`src/design/merge_cfg.svh`:
```
//////////////////////////////////////////////////////////////////////
// Size settings for the 16-key bitonic merger pipeline
// Included by the package, the stages and the testbench
//////////////////////////////////////////////////////////////////////

`ifndef MERGE_CFG_SVH
`define MERGE_CFG_SVH

// Width of one unsigned key
`define MERGE_KEY_W 32

// Keys in each of the two input halves
// Stage wiring assumes a power of two
`define MERGE_HALF_KEYS 8

// Sideband tuple that rides along with every item
`define MERGE_TUPLE_W 256

// Cycles from input sample to output
// One flip stage plus one half cleaner per level inside a half
`define MERGE_STAGES 4

`endif

```
`src/design/merge_pkg.sv`:
```
//////////////////////////////////////////////////////////////////////
// Types shared by the merger stages and the top level
// Sizes come from the config header
//////////////////////////////////////////////////////////////////////

`default_nettype none

`include "merge_cfg.svh"

package merge_pkg;

   // One unsigned key
   typedef logic [`MERGE_KEY_W-1:0] key_t;

   // Eight keys, index 0 in the low bits
   typedef key_t [`MERGE_HALF_KEYS-1:0] half_t;

   // Values carried untouched next to the keys
   typedef struct packed {
      logic                      switch_out;
      logic [`MERGE_TUPLE_W-1:0] top_tuple;
   } side_t;

   // Bundle passed from one stage to the next
   typedef struct packed {
      logic  valid;
      side_t side;
      half_t lo;
      half_t hi;
   } beat_t;

endpackage

`default_nettype wire

```
`src/design/bitonic_merger_16.sv`:
```
//////////////////////////////////////////////////////////////////////
// Pipelined merger of two sorted 8-key halves into 16 sorted keys
// Accepts one item per valid cycle and returns it four cycles later
//////////////////////////////////////////////////////////////////////

`timescale 1ns/10ps
`default_nettype none

module bitonic_merger_16 (
   input  wire logic            i_clk,
   input  wire logic            i_reset,
   input  wire logic            i_valid,
   input  merge_pkg::side_t     i_side,
   input  merge_pkg::half_t     i_lo,
   input  merge_pkg::half_t     i_hi,
   output logic                 o_valid,
   output merge_pkg::side_t     o_side,
   output merge_pkg::half_t     o_lo,
   output merge_pkg::half_t     o_hi
);

   merge_pkg::beat_t in_beat;
   merge_pkg::beat_t flip_beat;
   merge_pkg::beat_t d4_beat;
   merge_pkg::beat_t d2_beat;
   merge_pkg::beat_t out_beat;

   assign in_beat = '{valid: i_valid, side: i_side, lo: i_lo, hi: i_hi};

   // Split into two bitonic halves
   merge_flip_stage u_flip (
      .i_clk   (i_clk),
      .i_reset (i_reset),
      .i_beat  (in_beat),
      .o_beat  (flip_beat)
   );

   // Then sort each half with three cleaner levels
   merge_half_cleaner #(
      .DIST (4)
   ) u_clean_d4 (
      .i_clk   (i_clk),
      .i_reset (i_reset),
      .i_beat  (flip_beat),
      .o_beat  (d4_beat)
   );

   merge_half_cleaner #(
      .DIST (2)
   ) u_clean_d2 (
      .i_clk   (i_clk),
      .i_reset (i_reset),
      .i_beat  (d4_beat),
      .o_beat  (d2_beat)
   );

   merge_half_cleaner #(
      .DIST (1)
   ) u_clean_d1 (
      .i_clk   (i_clk),
      .i_reset (i_reset),
      .i_beat  (d2_beat),
      .o_beat  (out_beat)
   );

   assign o_valid = out_beat.valid;
   assign o_side  = out_beat.side;
   assign o_lo    = out_beat.lo;
   assign o_hi    = out_beat.hi;

   // Whole valid chain is cleared by one reset cycle
   a_reset_clears: assert property (
      @(posedge i_clk)
      i_reset |=> !o_valid
   ) else $error("o_valid high right after reset");

endmodule

`default_nettype wire

```
`src/design/merge_flip_stage.sv`:
```
//////////////////////////////////////////////////////////////////////
// First merge step, compare-exchange of mirrored keys across halves
// Output is a bitonic split: every low key is at most every high key
//////////////////////////////////////////////////////////////////////

`timescale 1ns/10ps
`default_nettype none

`include "merge_cfg.svh"

module merge_flip_stage (
   input  wire logic            i_clk,
   input  wire logic            i_reset,
   input  merge_pkg::beat_t     i_beat,
   output merge_pkg::beat_t     o_beat
);

   localparam int HK = `MERGE_HALF_KEYS;

   merge_pkg::half_t lo_nxt;
   merge_pkg::half_t hi_nxt;

   logic             valid_q;
   merge_pkg::side_t side_q;
   merge_pkg::half_t lo_q;
   merge_pkg::half_t hi_q;

   // lo[i] meets hi[HK-1-i], both halves ascending on input
   always_comb begin
      for (int i = 0; i < HK; i++) begin
         if (i_beat.lo[i] > i_beat.hi[HK-1-i]) begin
            lo_nxt[i]      = i_beat.hi[HK-1-i];
            hi_nxt[HK-1-i] = i_beat.lo[i];
         end else begin
            lo_nxt[i]      = i_beat.lo[i];
            hi_nxt[HK-1-i] = i_beat.hi[HK-1-i];
         end
      end
   end

   // Valid follows the input every cycle
   always_ff @(posedge i_clk) begin
      if (i_reset) begin
         valid_q <= 1'b0;
      end else begin
         valid_q <= i_beat.valid;
      end
   end

   // Data and sideband hold while no item arrives
   always_ff @(posedge i_clk) begin
      if (i_beat.valid) begin
         side_q <= i_beat.side;
         lo_q   <= lo_nxt;
         hi_q   <= hi_nxt;
      end
   end

   assign o_beat = '{valid: valid_q, side: side_q, lo: lo_q, hi: hi_q};

   // Each pair written one cycle later is in order
   for (genvar g = 0; g < HK; g++) begin : g_pair_chk
      a_pair_order: assert property (
         @(posedge i_clk) disable iff (i_reset)
         i_beat.valid |=> (o_beat.lo[g] <= o_beat.hi[HK-1-g])
      ) else $error("flip stage pair %0d out of order", g);
   end

endmodule

`default_nettype wire

```
`src/design/merge_half_cleaner.sv`:
```
//////////////////////////////////////////////////////////////////////
// One bitonic half-cleaner step, applied to both halves in parallel
// DIST selects the compare distance, chained as 4, 2 then 1
//////////////////////////////////////////////////////////////////////

`timescale 1ns/10ps
`default_nettype none

`include "merge_cfg.svh"

module merge_half_cleaner #(
   parameter int DIST = 4
) (
   input  wire logic            i_clk,
   input  wire logic            i_reset,
   input  merge_pkg::beat_t     i_beat,
   output merge_pkg::beat_t     o_beat
);

   localparam int HK = `MERGE_HALF_KEYS;

   merge_pkg::half_t lo_nxt;
   merge_pkg::half_t hi_nxt;

   logic             valid_q;
   merge_pkg::side_t side_q;
   merge_pkg::half_t lo_q;
   merge_pkg::half_t hi_q;

   // Compare-exchange every index with the DIST bit clear
   // against its partner DIST places above, smaller key goes low
   function automatic merge_pkg::half_t clean_half(input merge_pkg::half_t h);
      merge_pkg::half_t r;
      int               j;
      r = h;
      for (int p = 0; p < HK / 2; p++) begin
         // p-th pair, skipping the upper member of each group
         j = ((p / DIST) * 2 * DIST) + (p % DIST);
         if (h[j] > h[j + DIST]) begin
            r[j]        = h[j + DIST];
            r[j + DIST] = h[j];
         end
      end
      return r;
   endfunction

   // Both halves are cleaned independently
   always_comb begin
      lo_nxt = clean_half(i_beat.lo);
      hi_nxt = clean_half(i_beat.hi);
   end

   // Valid pipeline, cleared by reset
   always_ff @(posedge i_clk) begin
      if (i_reset) begin
         valid_q <= 1'b0;
      end else begin
         valid_q <= i_beat.valid;
      end
   end

   // Payload registers load only on a valid item
   always_ff @(posedge i_clk) begin
      if (i_beat.valid) begin
         side_q <= i_beat.side;
         lo_q   <= lo_nxt;
         hi_q   <= hi_nxt;
      end
   end

   assign o_beat = '{valid: valid_q, side: side_q, lo: lo_q, hi: hi_q};

   // Pair indexing above only works for a power of two inside a half
   a_dist_legal: assert property (
      @(posedge i_clk)
      (DIST > 0) && (DIST < HK) && ((DIST & (DIST - 1)) == 0)
   ) else $error("half cleaner DIST %0d is not a power of two below %0d", DIST, HK);

endmodule

`default_nettype wire

```
`config.mk`:
```
export PLATFORM = sky130hd
export DESIGN_NAME = bitonic_merger_16
export DESIGN_NICKNAME = d
export VERILOG_FILES = /design/src/design/merge_pkg.sv /design/src/design/bitonic_merger_16.sv /design/src/design/merge_flip_stage.sv /design/src/design/merge_half_cleaner.sv
export VERILOG_INCLUDE_DIRS = /design/src /design/src/design
export SDC_FILE = /design/constraint.sdc
export NUM_CORES = 2
export LEC_CHECK = 0
export BUFFER_PORTS_ARGS = -buffer_cell sky130_fd_sc_hd__clkbuf_2
export CAP_MARGIN = 20
export CORE_AREA = 2 2 601 603
export DETAILED_ROUTE_END_ITERATION = 7
export DIE_AREA = 0 0 603 605
export GPL_TIMING_DRIVEN = 1
export PLACE_DENSITY = 0.66
export SLEW_MARGIN = 5
export SYNTH_ARGS = -nofsm -noshare
export SYNTH_HDL_FRONTEND = slang
export SYNTH_SLANG_ARGS = --single-unit
```
`constraint.sdc`:
```
create_clock -name i_clk -period 19.8 [get_ports i_clk]
set_clock_uncertainty 0.05 [all_clocks]
set_input_delay 3.96 -clock i_clk [delete_from_list [all_inputs] [get_ports i_clk]]
set_output_delay 3.96 -clock i_clk [all_outputs]
set_load 0.02 [all_outputs]
```
; Word level (Yosys, flattened, before mapping)
; Cells that the tools add are included.
[word_totals]
ff_bits = 3080
inputBits = 772
output_inout_bits = 770
word_cells = 164
[classes]
magnitude_cmp = 32
n_mux = 56
[ops]
columns = operator, count
row1 = $mux 32, 48
row2 = $gt 32x32->1, 32
row3 = $mux 64, 8

; Longest topological paths before layout
[logic_depth]
ltp_word = 2
mapped_depth = 9

; Hierarchy
; From an unflattened synthesis, not the netlist that was laid out.
[unflattened]
hier_cells = 8964
hier_area_um2 = 143442.6
[by_module_without_submodules]
columns = module, instances, cells_per_inst, area_per_inst_um2, seq_area_each_um2
row1 = merge_half_cleaner, 3, 2241, 35860.6, 23112.2
row2 = merge_flip_stage, 1, 2241, 35860.6, 23112.2

; Worst setup path after synthesis
; Ideal clock, no wire load.
[synth_path]
path_kind = flip-flop to flip-flop
from = reg u_clean_d2.valid_q
to = reg u_clean_d1.hi_q, in the netlist u_clean_d1.o_beat[0] (enable)
arrival_ns = 17.158
t_required_ns = 18.532
path_slack_ns = 1.375
path_stages_with_launch = 1
path_buffers = 0
period_less_slack_ns = 18.425
cell_sequence = dfxtp_1
[synth_lines]
columns = item, line
row1 = start: declaration, merge_half_cleaner.sv:25  ; logic valid_q;
row2 = start signal: assignment, merge_half_cleaner.sv:58  ; valid_q <= i_beat.valid;
row3 = end signal: assignment, merge_half_cleaner.sv:67  ; hi_q <= hi_nxt;
row4 = end: declaration, merge_half_cleaner.sv:28  ; merge_pkg::half_t hi_q;
; No word-level cell between the ends.

; Worst setup path in the final report
[layout_path]
from = in i_valid
to = reg u_flip.side_q, in the netlist u_flip.o_beat[575] (enable)
[layout_lines]
columns = item, line
row1 = start: declaration, bitonic_merger_16.sv:12  ; input wire logic i_valid,
row2 = end signal: assignment, merge_flip_stage.sv:53  ; side_q <= i_beat.side;
row3 = end: declaration, merge_flip_stage.sv:24  ; merge_pkg::side_t side_q;
; No word-level cell between the ends.

==> impl_results.md <==
* Die Ht at 605 um
* Top post-synthesis cells by area: edfxtp_1, mux2_2, ha_1, inv_1, a21oi_1
* CTS Buffer Depth at 4
* WL final at 550 mm
* CTS Buf Count at 338
* # IOs at 1,542
* Top cell type by total area after synthesis: edfxtp_1
* Post-synthesis xor/xnor area fraction at 0%
* Top-area cell type share of the netlist area at 64.5%
* Layout cells sized above 1 at 37.7%
* Final setup viols at 0
* Synth Area in Adders at 8.94%
* Multiplexer share of the synthesized area at 16.1%
* Final hold violations at 0
* Die area at 365,000 um2
* Final instance area at 168,000 um2
* RSZ-0062 raised after global routing: no
* Fin crit share at 37.3%
* Crit-path leading delay family: buffers and inverters
* Post_cts resized at 0
* Ys Warns at 0
* Clk sinks at 3,080
* Row cnt at 220
* Largest family of logic cells by synthesized area: multiplexers
* Number of global-route vias before repair at 85,400
* GRT Util Overall at 29.2%
* Compound-Gate Fraction of Synth Area at 3.78%
* 1st-pass router iterations at 5
* Vias/cell at 5.52
* Synth Area in Simple Gates at 2.75%
* Number of post-CTS setup repair buffers at 0
* Buf/Inv on CP at 5
* Hold Crit Class: flip-flop to flip-flop
* Area Growth Syn to Fin at 16.9%
* Post-synthesis cell area at 143,000 um2
* Syn Nets at 10,700
* Peak supply drop at 0.0748 mV
* DP HPWL at 445 mm
* CP required at 20,260 ps
* Port bufs at 1,541
* CP arrival at 7860 ps
* CP Class: primary input to flip-flop
* Ys flop type: edfxtp_1
* Clock Latency Late Sink at 950 ps
* Root buf cell: clkbuf_16
* Die Wd at 603 um
* DRT iter0 DRCs at 8,744
* Effective utilization at floorplan at 40.0%
* Max_cap viols at 0
* Crit. End Element: flip-flop
* Placeable Area at 358,000 um2
* GR Overflow Total at 0
* Antenna violations before repair at 211
* Most used cell along the critical path: buf_4
* Worst slew margin at 20.1%
* WL per Instance at 34.7 um
* TritonCTS clock tree: yes
* Startpoint Class: primary input
* Total number of vias at 87,500
* Crit-path cells: buf_8 -> buf_4 -> buf_4 -> buf_4 -> buf_4
* Final antenna-violating net count at 0
* Nets at 12,500
* Setup tns final at 0 ps
* H-Tree Depth at 5
* Yosys cell types at 38
* Sequential area share after synthesis at 64.5%
* Ys async rst share at 0%
* Slew @ Worst Pin at 1200 ps
* Max FO, Critical Path at 81
* #FFs+latches synth at 3,080
* Status: finished, final reports clean
* Largest net degree at the start of global routing at 164
* Placed Area at 156,000 um2
* Final Wtd Congestion at 0.982
* Final design utilization at 46.8%
* PwrDens at 104 nW/um2
* Synth Instances at 8,940
* Syn avg cell area at 16.0 um2
* Hold_buf cts at 0
* Crit-path max cell delay at 860 ps
* P_leak at 65.7 nW
* Max-slew violations at 0
* Fin crit period at 7390 ps
* EDFF count, synth at 3,076
* Master of the slowest instance on the critical path: buf_4
* First-pass GRT wire length at 722 mm
* Fmax achieved at 0.135 GHz
* DRC viols at 0
* CTS clk-pin slew, worst paths at 60 ps
cell families (layout without fill, tap and decap cells):
family	after synthesis	count (layout)
AOI/OAI and AO/OA	853	853
adders and majority gates	1024	1024
buffers and inverters	1220	3274
DFF	3080	3080
muxes	2048	2048
other	0	76
and+or+nand+nor	715	715
cells in the mapped netlist (4+ instances only):
master	number
nor4b_1	8
nand3_1	138
buf_4	12
o21ai_0	113
a2111oi_0	9
mux2_2	1969
a2bb2oi_4	4
edfxtp_1	3076
a2bb2oi_2	13
a21boi_0	52
nor2b_1	32
nand4_1	219
nor2_1	27
dfxtp_1	4
o211ai_1	29
a21o_1	110
a211o_1	4
inv_1	1028
mux2_1	79
a22oi_2	14
o21a_1	15
a21oi_1	409
nor4_1	46
a221o_1	5
a211oi_1	57
and3_1	9
buf_6	120
o211a_1	15
buf_2	60
nand2_1	133
nor3_1	56
or4_1	20
ha_1	1024
and4_1	27
metal layers:
metal,GRT usage [%],share of wire (%)
met2,49.4,48
met4,17.3,6.9
met5,0,0.14
met3,6.23,7.5
met1,34.3,37
flip-flops by register name, summed over array words and instances, names as in the netlist:
| signal | flops |
|---|---|
| u_clean_d1.o_beat | 769 |
| u_clean_d1.valid_q | 1 |
| u_clean_d2.o_beat | 769 |
| u_clean_d2.valid_q | 1 |
| u_clean_d4.o_beat | 769 |
| u_clean_d4.valid_q | 1 |
| u_flip.o_beat | 769 |
| u_flip.valid_q | 1 |
power breakdown:
part / internal [mW] / switching, mW / leakage (nW)
Clock: 3.62 / 2.76 / 5.32
Combinational: 1.17 / 1.47 / 31.5
Sequential: 7.79 / 0.546 / 28.8
final cells by class:
cell class	count	area, um2
Fill cell	30800	191000
Sequential cell	3080	92500
Multi-Input combinational cell	4640	45400
Clock buffer	385	8660
Timing Repair Buffer	1639	8620
Tap cell	4773	5970
Inverter	1028	3860
Clock inverter	222	2380
Antenna cell	76	190
worst reg2reg max path: stages, from the launching register on:
cell	delay, ps
edfxtp_1	500
ha_1	360
nand4_1	190
nor4_1	810
nand3_1	180
a22oi_2	1000
buf_4	600
mux2_2	470
path summary, 6_finish.rpt:
| kind | start | endpoint | slack [ps] | cells after the start |
|---|---|---|---|---|
| worst min register to register | u_clean_d2.o_beat[758] | u_clean_d1.o_beat[758] | 330 | 0 |
| worst min-delay path | u_clean_d2.o_beat[758] | u_clean_d1.o_beat[758] | 330 | 0 |
| worst max register to register | u_clean_d2.o_beat[25] | u_clean_d1.o_beat[32] | 15370 | 7 |
| worst max-delay path | i_valid | u_flip.o_beat[575] | 12410 | 5 |
stage by stage:
step                      setup WS [ps]  instances  total power [mW]  hold slack, ps
final                             12410      15800              17.4             330
after global routing              12250      15800              17.9             339
after CTS                         12500      15800              17.4             335
after detailed placement          11530      15200              11.0             355
after global placement             9900      15200              11.0             350
after floorplan                    1370       8940              9.94             350
cells in the final DEF, fill, tap and decap left out, drive strengths merged, types with 23 or more instances in the layout:
master and instances:
nand4 219, edfxtp 3076, ha 1024, nor2b 32, clkinvlp 23, a21o 110
nand2 133, and4 27, nand3 138, buf 99, a21oi 410, nor4 46
a21boi 52, diode 76, nor2 27, nor3 56, mux2 2048, inv 1050
clkinv 143, clkbuf 1925, a211oi 57, o211ai 29, o21ai 114, bufinv 34
Note: power is estimated with default switching activity, not from simulation.
